[src/mult_sizes_pkg.sv]
`default_nettype none

package mult_sizes_pkg;

	// ----------------------------------------------
	// Array geometry
	// ----------------------------------------------

	localparam int OPERAND_WIDTH = 16;
	localparam int PRODUCT_WIDTH = 2 * OPERAND_WIDTH;

	// One registered row per multiplier bit after bit 0.
	localparam int ROW_COUNT = OPERAND_WIDTH - 1;

	// ----------------------------------------------
	// Data types
	// ----------------------------------------------

	typedef logic [OPERAND_WIDTH-1:0] operand_t;
	typedef logic [PRODUCT_WIDTH-1:0] product_t;

endpackage

`default_nettype wire

[src/adder_cell_pkg.sv]
`default_nettype none

package adder_cell_pkg;

	// ----------------------------------------------
	// Bit cells returning {carry, sum}
	// ----------------------------------------------

	function automatic logic [1:0] half_add(
		input logic a,
		input logic b
	);
		logic s;
		logic c;
		s = a ^ b;
		c = a & b;
		return {c, s};
	endfunction

	function automatic logic [1:0] full_add(
		input logic a,
		input logic b,
		input logic cin
	);
		logic s;
		logic c;
		s = a ^ b ^ cin;
		c = (a & b) | (cin & (a ^ b)); // Generate or propagate.
		return {c, s};
	endfunction

endpackage

`default_nettype wire

[src/operand_stage.sv]
`default_nettype none

module operand_stage (
	input  logic                     clk,
	input  logic                     reset,
	input  logic                     in_valid,
	input  mult_sizes_pkg::operand_t x,
	input  mult_sizes_pkg::operand_t y,
	output logic                     stage_valid,
	output mult_sizes_pkg::operand_t x_out,
	output mult_sizes_pkg::operand_t y_rest,
	output mult_sizes_pkg::operand_t sum_row,
	output mult_sizes_pkg::operand_t carry_row,
	output mult_sizes_pkg::operand_t low_bits
);

	import mult_sizes_pkg::*;

	operand_t pp_row;

	// Row 0 of the array.
	assign pp_row = x & {OPERAND_WIDTH{y[0]}};

	// No carries exist before the first addition.
	assign carry_row = '0;

	// ----------------------------------------------
	// Valid pipeline
	// ----------------------------------------------

	always_ff @(posedge clk) begin
		if (reset) begin
			stage_valid <= 1'b0;
		end else begin
			stage_valid <= in_valid;
		end
	end

	// ----------------------------------------------
	// Operand and first row registers
	// ----------------------------------------------

	always_ff @(posedge clk) begin
		x_out   <= x;
		y_rest  <= y >> 1;        // Next row sees bit 1 at bit 0.
		sum_row <= pp_row;
		// Bit 0 of row 0 is already a final product bit.
		low_bits <= {pp_row[0], {(OPERAND_WIDTH-1){1'b0}}};
	end

endmodule

`default_nettype wire

[src/csa_row_stage.sv]
`default_nettype none

module csa_row_stage (
	input  logic                     clk,
	input  logic                     reset,
	input  logic                     in_valid,
	input  mult_sizes_pkg::operand_t x_in,
	input  mult_sizes_pkg::operand_t y_in,
	input  mult_sizes_pkg::operand_t sum_in,
	input  mult_sizes_pkg::operand_t carry_in,
	input  mult_sizes_pkg::operand_t low_in,
	output logic                     out_valid,
	output mult_sizes_pkg::operand_t x_out,
	output mult_sizes_pkg::operand_t y_out,
	output mult_sizes_pkg::operand_t sum_out,
	output mult_sizes_pkg::operand_t carry_out,
	output mult_sizes_pkg::operand_t low_out
);

	import mult_sizes_pkg::*;
	import adder_cell_pkg::*;

	operand_t pp_row;
	operand_t sum_up;
	operand_t sum_next;
	operand_t carry_next;

	// ----------------------------------------------
	// Carry-save addition of one row
	// ----------------------------------------------

	assign pp_row = x_in & {OPERAND_WIDTH{y_in[0]}};

	// Previous sums move down one column and a zero enters at the top.
	assign sum_up = {1'b0, sum_in[OPERAND_WIDTH-1:1]};

	// The top column sees a zero sum and a zero carry, so it passes the
	// row's top bit through as its sum.
	always_comb begin
		for (int j = 0; j < OPERAND_WIDTH; j++) begin
			{carry_next[j], sum_next[j]} = full_add(pp_row[j], sum_up[j], carry_in[j]);
		end
	end

	// ----------------------------------------------
	// Stage registers
	// ----------------------------------------------

	always_ff @(posedge clk) begin
		if (reset) begin
			out_valid <= 1'b0;
		end else begin
			out_valid <= in_valid;
		end
	end

	always_ff @(posedge clk) begin
		x_out     <= x_in;
		y_out     <= y_in >> 1;                                   // Consume one multiplier bit.
		sum_out   <= sum_next;
		carry_out <= carry_next;
		low_out   <= {sum_next[0], low_in[OPERAND_WIDTH-1:1]}; // Retire one product bit.
	end

endmodule

`default_nettype wire

[src/carry_propagate_stage.sv]
`default_nettype none

module carry_propagate_stage (
	input  logic                     clk,
	input  logic                     reset,
	input  logic                     in_valid,
	input  mult_sizes_pkg::operand_t sum_in,
	input  mult_sizes_pkg::operand_t carry_in,
	input  mult_sizes_pkg::operand_t low_in,
	output logic                     product_valid,
	output mult_sizes_pkg::product_t product
);

	import mult_sizes_pkg::*;
	import adder_cell_pkg::*;

	operand_t                 upper;
	logic [OPERAND_WIDTH-2:0] chain;

	// ----------------------------------------------
	// Ripple addition of the upper half
	// ----------------------------------------------

	always_comb begin
		{chain[0], upper[0]} = half_add(carry_in[0], sum_in[1]);
		for (int j = 1; j < OPERAND_WIDTH - 1; j++) begin
			{chain[j], upper[j]} = full_add(carry_in[j], sum_in[j+1], chain[j-1]);
		end
		upper[OPERAND_WIDTH-1] = chain[OPERAND_WIDTH-2]; // Final carry is the MSB.
	end

	// ----------------------------------------------
	// Output registers
	// ----------------------------------------------

	always_ff @(posedge clk) begin
		if (reset) begin
			product_valid <= 1'b0;
		end else begin
			product_valid <= in_valid;
		end
	end

	always_ff @(posedge clk) begin
		product <= {upper, low_in};
	end

endmodule

`default_nettype wire

[src/array_multiplier.sv]
`default_nettype none

module array_multiplier (
	input  logic                     clk,
	input  logic                     reset,
	input  logic                     in_valid,
	input  mult_sizes_pkg::operand_t x,
	input  mult_sizes_pkg::operand_t y,
	output logic                     product_valid,
	output mult_sizes_pkg::product_t product
);

	import mult_sizes_pkg::*;

	// Element 0 comes from the operand stage, element i+1 from row i.
	logic     stage_valid [0:ROW_COUNT];
	operand_t x_pipe      [0:ROW_COUNT];
	operand_t y_rest      [0:ROW_COUNT];
	operand_t sum_row     [0:ROW_COUNT];
	operand_t carry_row   [0:ROW_COUNT];
	operand_t low_bits    [0:ROW_COUNT];

	operand_stage operand_stage_i (
		.clk         (clk),
		.reset       (reset),
		.in_valid    (in_valid),
		.x           (x),
		.y           (y),
		.stage_valid (stage_valid[0]),
		.x_out       (x_pipe[0]),
		.y_rest      (y_rest[0]),
		.sum_row     (sum_row[0]),
		.carry_row   (carry_row[0]),
		.low_bits    (low_bits[0])
	);

	// ----------------------------------------------
	// Carry-save array of registered rows
	// ----------------------------------------------

	for (genvar i = 0; i < ROW_COUNT; i++) begin : row_g
		csa_row_stage row_i (
			.clk       (clk),
			.reset     (reset),
			.in_valid  (stage_valid[i]),
			.x_in      (x_pipe[i]),
			.y_in      (y_rest[i]),
			.sum_in    (sum_row[i]),
			.carry_in  (carry_row[i]),
			.low_in    (low_bits[i]),
			.out_valid (stage_valid[i+1]),
			.x_out     (x_pipe[i+1]),
			.y_out     (y_rest[i+1]),
			.sum_out   (sum_row[i+1]),
			.carry_out (carry_row[i+1]),
			.low_out   (low_bits[i+1])
		);
	end

	carry_propagate_stage carry_propagate_stage_i (
		.clk           (clk),
		.reset         (reset),
		.in_valid      (stage_valid[ROW_COUNT]),
		.sum_in        (sum_row[ROW_COUNT]),
		.carry_in      (carry_row[ROW_COUNT]),
		.low_in        (low_bits[ROW_COUNT]),
		.product_valid (product_valid),
		.product       (product)
	);

endmodule

`default_nettype wire

[config.mk]
export PLATFORM = sky130hd
export DESIGN_NAME = array_multiplier
export DESIGN_NICKNAME = d
export VERILOG_FILES = /design/src/mult_sizes_pkg.sv /design/src/adder_cell_pkg.sv /design/src/operand_stage.sv /design/src/csa_row_stage.sv /design/src/carry_propagate_stage.sv /design/src/array_multiplier.sv
export SDC_FILE = /design/constraint.sdc
export NUM_CORES = 1
export LEC_CHECK = 0
export ABC_CLOCK_PERIOD_IN_PS = 7150
export BUFFER_PORTS_ARGS = -buffer_cell sky130_fd_sc_hd__buf_4
export CAP_MARGIN = 20
export CORE_ASPECT_RATIO = 0.5
export CORE_MARGIN = 2
export CORE_UTILIZATION = 45
export CTS_CLUSTER_DIAMETER = 80
export DETAILED_ROUTE_END_ITERATION = 16
export SYNTH_ARGS = -nofsm -noshare
export SYNTH_HDL_FRONTEND = slang
export SYNTH_SLANG_ARGS = --single-unit
[constraint.sdc]
create_clock -name clk -period 7.15 [get_ports clk]
set_input_delay 0.715 -clock clk [delete_from_list [all_inputs] [get_ports clk]]
set_output_delay 0.715 -clock clk [all_outputs]
set_load 0.02 [all_outputs]
==> results.cfg, run 1 <==
[status]
status = complete, no violations

[routing]
route.vias.total = 9764
firstDrtPassIters = 4
drcViolationCount = 0
antenna_left = 0
drtIter0Drc = 304
drt-total-wl_um = 28300
viasPerCell = 3.81
wire_per_inst_um = 11.0

[clock_tree]
clkTransAtPathRegs_ps = 70
clock_path_buffers = 3
clk-insertion-delay-late_ps = 610
cts_buffers = 82
post-cts-setup-buffer-count = 0
cts_hold_buf = 0
clock-sinks = 1010
cts_tree = yes
htreeDepth = 3
cts_root_buffer = clkbuf_16
cts_resized = 0

[die]
die_w_um = 351
core-area_mm2 = 0.0594
initial_core_util = 0.456
num_rows = 63
io_pins = 68
die_h_um = 177
dieArea_mm2 = 0.0622

[timing]
hold_viol = 0
finalSetupViolations = 0
timing.final.ws_setup_ps = 1110
skew_ps = 16.6
rsz0062_at_grt = no
tightest_slew_ps = 593
min_period_ps = 6040
drv_slew = 0
post-route-period-util = 0.845
slew_headroom = 0.604
max_freq_mhz = 166
tns_ps = 0

[grt]
grt_pass1_vias = 10378
grt_antenna_before_repair = 0
grt_first_pass_wirelength_um = 49200
grt_usage = 0.0960
grt_max_degree = 18
overflow = 0

[layout]
finish.net_count = 1959
final_area_mm2 = 0.0312
fin_util = 0.525
final_cell_mix = dfxtp_1 (1010), fa_1 (224), and2_2 (157)
antennaDiodeCount = 0
final_cells = 2560
final_common_cell = dfxtp_1
drive_gt1_frac = 0.207
syn_to_final_growth_pct = 15.3

[logic_synthesis]
synthesis.area_mm2 = 0.0270
yosysSeqAreaShare = 0.748
synth_cell_types = 9
ys_ff_latch = 1010
synth_nets = 1825
avgSynthCellArea_um2 = 17.4
synthCells = 1550
yosysWarningCount = 0

[power]
swShare = 0.229
powerDensity_mw_per_mm2 = 427
clockPowerShare = 0.341
combPwrFrac = 0.082
switchingPower_mw = 3.04
power.internal_mw = 10.3
seqPwrFrac = 0.577
peakVddDrop_mv = 0.190
p_leak_nw = 13.2

[critical_path]
start_kind = flop
timing.critical_path.buf_inv = 4
worstSetupPathType = flop to flop
rr_worst_depth = 19
crit_start = row_g[14].row_i.carry_out[0]
path_depth = 19
cp-end-kind = flop
cpMostUsedCell = fa_1
rr_endpoint = carry_propagate_stage_i.product[30]
endpoint = carry_propagate_stage_i.product[30]
cp.arrival_ps = 6580
worstPathRequired_ps = 7690
rr_startpoint = row_g[14].row_i.carry_out[0]
r2r_setup_slack_ps = 1110
crit_path_cell_trace = ha_1, inv_1, fa_1, inv_1, fa_1, fa_1, fa_1, fa_1, fa_1, fa_1, fa_1, fa_1, fa_1, fa_1, fa_1, fa_1, inv_1, fa_1, inv_1
slowest_stage = fa_1
crit_family = adder cells
max_stage_delay_ps = 400
crit_fanout = 1

[placed_design]
post_dp_cell_area_mm2 = 0.0284
post-place-cells = 2412
dp_slack_ps = 1060
hpwl_um = 18900
routabilityCongestion = 0.644
io_buffers = 67

[run]
drv_cap = 0

[min_path]
hold_class = input port to flop
-- synthesized netlist by cell type --
master / n / share of area
dfxtp_1: 1010 / 0.75
buf_6: 17 / 0.0071
fa_1: 224 / 0.17
inv_1: 10 / 0.0014
and2_2: 157 / 0.044
and2_1: 99 / 0.023
ha_1: 16 / 0.0074
and2b_1: 4 / 0.0011
nor2b_1: 13 / 0.0030
-- per-layer routing --
layer,share of wire,track usage,vias up
li1,-,-,5015
met1,0.54,0.138,4559
met2,0.39,0.134,123
met3,0.046,0.0311,67
met4,0.026,0.0401,0
met5,0,0,-
-- state kept, by name, indices dropped and copies added, names as in the netlist --
name,flops
row_g.row_i.out_valid,15
operand_stage_i.x_out,16
carry_propagate_stage_i.product_valid,1
row_g.row_i.y_out,105
operand_stage_i.stage_valid,1
carry_propagate_stage_i.product,32
operand_stage_i.y_rest,15
row_g.row_i.sum_out,240
operand_stage_i.sum_row,16
row_g.row_i.carry_out,225
row_g.row_i.low_out,120
row_g.row_i.x_out,224
-- how the worst min path moves through the flow --
stage                                            from                             endpoint  cells after the start
after floorplan            row_g[14].row_i.low_out[0]   carry_propagate_stage_i.product[0]                      0
after global placement        row_g[0].row_i.y_out[9]              row_g[1].row_i.y_out[8]                      0
after detailed placement  row_g[14].row_i.low_out[13]  carry_propagate_stage_i.product[13]                      0
after CTS                                       y[12]           operand_stage_i.y_rest[11]                      1
after global routing                            y[12]           operand_stage_i.y_rest[11]                      1
final                                           y[12]           operand_stage_i.y_rest[11]                      1
-- cell type report --
| type | instances | area [um^2] |
|---|---|---|
| clock buffers | 111 | 2360 |
| inverters | 10 | 37.5 |
| well taps | 812 | 1020 |
| clock inverters | 37 | 435 |
| fillers | 4879 | 28200 |
| repair buffers | 67 | 503 |
| flip-flops and latches | 1010 | 20200 |
| multi-input cells | 513 | 6590 |
-- power by group through the flow --
| stage | sequential, mW | combinational (mW) | clock, mW |
|---|---|---|---|
| after global routing | 7.84 | 1.35 | 4.92 |
| after CTS | 7.72 | 1.16 | 4.69 |
| after floorplan | 7.80 | 0.558 | 0 |
| final | 7.67 | 1.10 | 4.53 |
| after global placement | 7.82 | 1.11 | 0 |
| after detailed placement | 7.85 | 1.16 | 0 |
-- cell families (layout without fill, tap and decap cells) --
family	count (synthesis)	count (layout)	synth area share
adders and majority gates	240	240	0.173
and+or+nand+nor	273	273	0.0706
buffers and inverters	27	225	0.00847
DFF	1010	1010	0.748
-- through the flow --
| step | hold slack, ps | power [mW] |
|---|---|---|
| finish | 208 | 13.3 |
| global route | 159 | 14.1 |
| CTS | 157 | 13.6 |
| detailed placement | 312 | 9.01 |
| global placement | 310 | 8.93 |
| floorplan | 310 | 8.36 |
Power figures use the tool's default switching activity.
==> inputs of run 2 (changes only) <==
- ABC_CLOCK_PERIOD_IN_PS: 7150 -> 5300
- clock period: 7.15 -> 5.3 ns (I/O delays scaled with it)
==> results.cfg, run 2 (synthesis gave the netlist of run 1 again) <==
[clock_tree]
post-cts-setup-buffer-count = 0
clock_path_buffers = 3
htreeDepth = 3
cts_tree = yes
clk-insertion-delay-late_ps = 610
clkTransAtPathRegs_ps = 70
cts_root_buffer = clkbuf_16
clock-sinks = 1010
cts_buffers = 83

[routing]
firstDrtPassIters = 3
drtIter0Drc = 426
route.vias.total = 9818
viasPerCell = 3.79
wire_per_inst_um = 11.1
drt-total-wl_um = 28700
drcViolationCount = 0
antenna_left = 0

[timing]
tns_ps = -187
rsz0062_at_grt = yes
drv_slew = 0
skew_ps = 25.1
max_freq_mhz = 182
timing.final.ws_setup_ps = -187
hold_viol = 0
min_period_ps = 5490
tightest_slew_ps = 557
slew_headroom = 0.628
post-route-period-util = 1.04
finalSetupViolations = 1

[status]
violations = setup timing
status = finished, violations left

[critical_path]
crit_path_cell_trace = ha_4, inv_2, fa_2, inv_2, fa_2, fa_2, fa_2, fa_2, fa_2, fa_2, fa_2, fa_2, fa_2, fa_2, fa_2, fa_2, inv_2, fa_2, inv_1
max_stage_delay_ps = 420
cp.arrival_ps = 6030
worstSetupPathType = flop to flop
crit_family = adder cells
timing.critical_path.buf_inv = 4
crit_fanout = 1
start_kind = flop
slowest_stage = fa_2
cpMostUsedCell = fa_2
cp-end-kind = flop
worstPathRequired_ps = 5840

[layout]
antennaDiodeCount = 0
regMostFlops = row_g.row_i.sum_out
syn_to_final_growth_pct = 17.0
largest_register_ffs = 240
fill_cells = 4784
finish.net_count = 1984
top_regs = row_g.row_i.sum_out (240), row_g.row_i.carry_out (225), row_g.row_i.x_out (224)
final_common_cell = dfxtp_1
drive_gt1_frac = 0.218
final_area_mm2 = 0.0316
final_cell_mix = dfxtp_1 (1009), fa_1 (210), and2_2 (157)

[placed_design]
hpwl_um = 18800
post_dp_cell_area_mm2 = 0.0284
routabilityCongestion = 0.646
io_buffers = 67
dp_slack_ps = -289

[power]
power.internal_mw = 14.1
combPwrFrac = 0.084
p_leak_nw = 13.4
switchingPower_mw = 4.17
powerDensity_mw_per_mm2 = 578
total_power_mw = 18.3
swShare = 0.228
seqPwrFrac = 0.567
peakVddDrop_mv = 0.283
clockPowerShare = 0.349

[grt]
grt_first_pass_wirelength_um = 49500
grt_pass1_vias = 10325
grt_antenna_before_repair = 0
grt_max_degree = 18
grt_usage = 0.0973
overflow = 0

[die]
die_w_um = 351
die_h_um = 177
core-area_mm2 = 0.0594
dieArea_mm2 = 0.0622
initial_core_util = 0.456
io_pins = 68
num_rows = 63

[run]
drv_cap = 0

[min_path]
hold_class = input port to flop
run 2: cell count changes in the layout (fill, tap and decap cells not counted), sizes merged:
cell         previous run  this run
dlygate4sd3             0        24
clkinv                 21        22
bufinv                  8        11
inv                    16        11
clkbuf                111       114
clkinvlp                2         6
run 2: final cells by class:
| type | instances | area [um^2] | area share |
|---|---|---|---|
| Sequential cell | 1010 | 20200 | 0.639 |
| Clock buffer | 114 | 2430 | 0.0767 |
| Clock inverter | 40 | 543 | 0.0172 |
| Inverter | 10 | 37.5 | 0.00119 |
| Multi-Input combinational cell | 513 | 6640 | 0.210 |
| Tap cell | 812 | 1020 | 0.0321 |
| Timing Repair Buffer | 91 | 743 | 0.0235 |
run 2: routing by layer:
layer	track usage	vias up	part of all wire
li1	-	5078	-
met1	0.140	4547	0.53
met2	0.134	121	0.39
met3	0.0328	72	0.047
met4	0.0410	0	0.030
met5	0	-	0
run 2: path summary, 6_finish.rpt:
check | from | end | slack, ps | cells after the start
setup / recovery | row_g[14].row_i.sum_out[1] | carry_propagate_stage_i.product[30] | -190 | 19
hold / removal | x[5] | operand_stage_i.x_out[5] | 40 | 1
setup reg to reg | row_g[14].row_i.sum_out[1] | carry_propagate_stage_i.product[30] | -190 | 19
hold reg to reg | row_g[12].row_i.low_out[8] | row_g[13].row_i.low_out[7] | 310 | 0
run 2: power by group through the flow:
stage	Clock (mW)	Combinational (mW)	Sequential, mW
4_1_cts	6.62	1.61	10.4
5_1_grt	6.94	1.90	10.6
6_report	6.38	1.53	10.4
3_5_place_dp	0	1.59	10.6
3_3_place_gp	0	1.52	10.6
2_1_floorplan	0	0.767	10.5
run 2: metrics by stage:
step | hold slack (ps) | util | std cells
4_1_cts | 2.07 | 0.533 | 2590
2_1_floorplan | 310 | - | 1550
6_report | 44.7 | 0.533 | 2590
5_1_grt | 2.70 | 0.533 | 2590
3_3_place_gp | 310 | 0.478 | 2412
3_5_place_dp | 312 | 0.478 | 2412
run 2: repair_timing:
item	CTS	global route
endpoints found under the hold margin	24	0
endpoints found under the setup margin	2	2
hold buffers	24	0
pin swaps	1	0
gates resized for setup	7	2
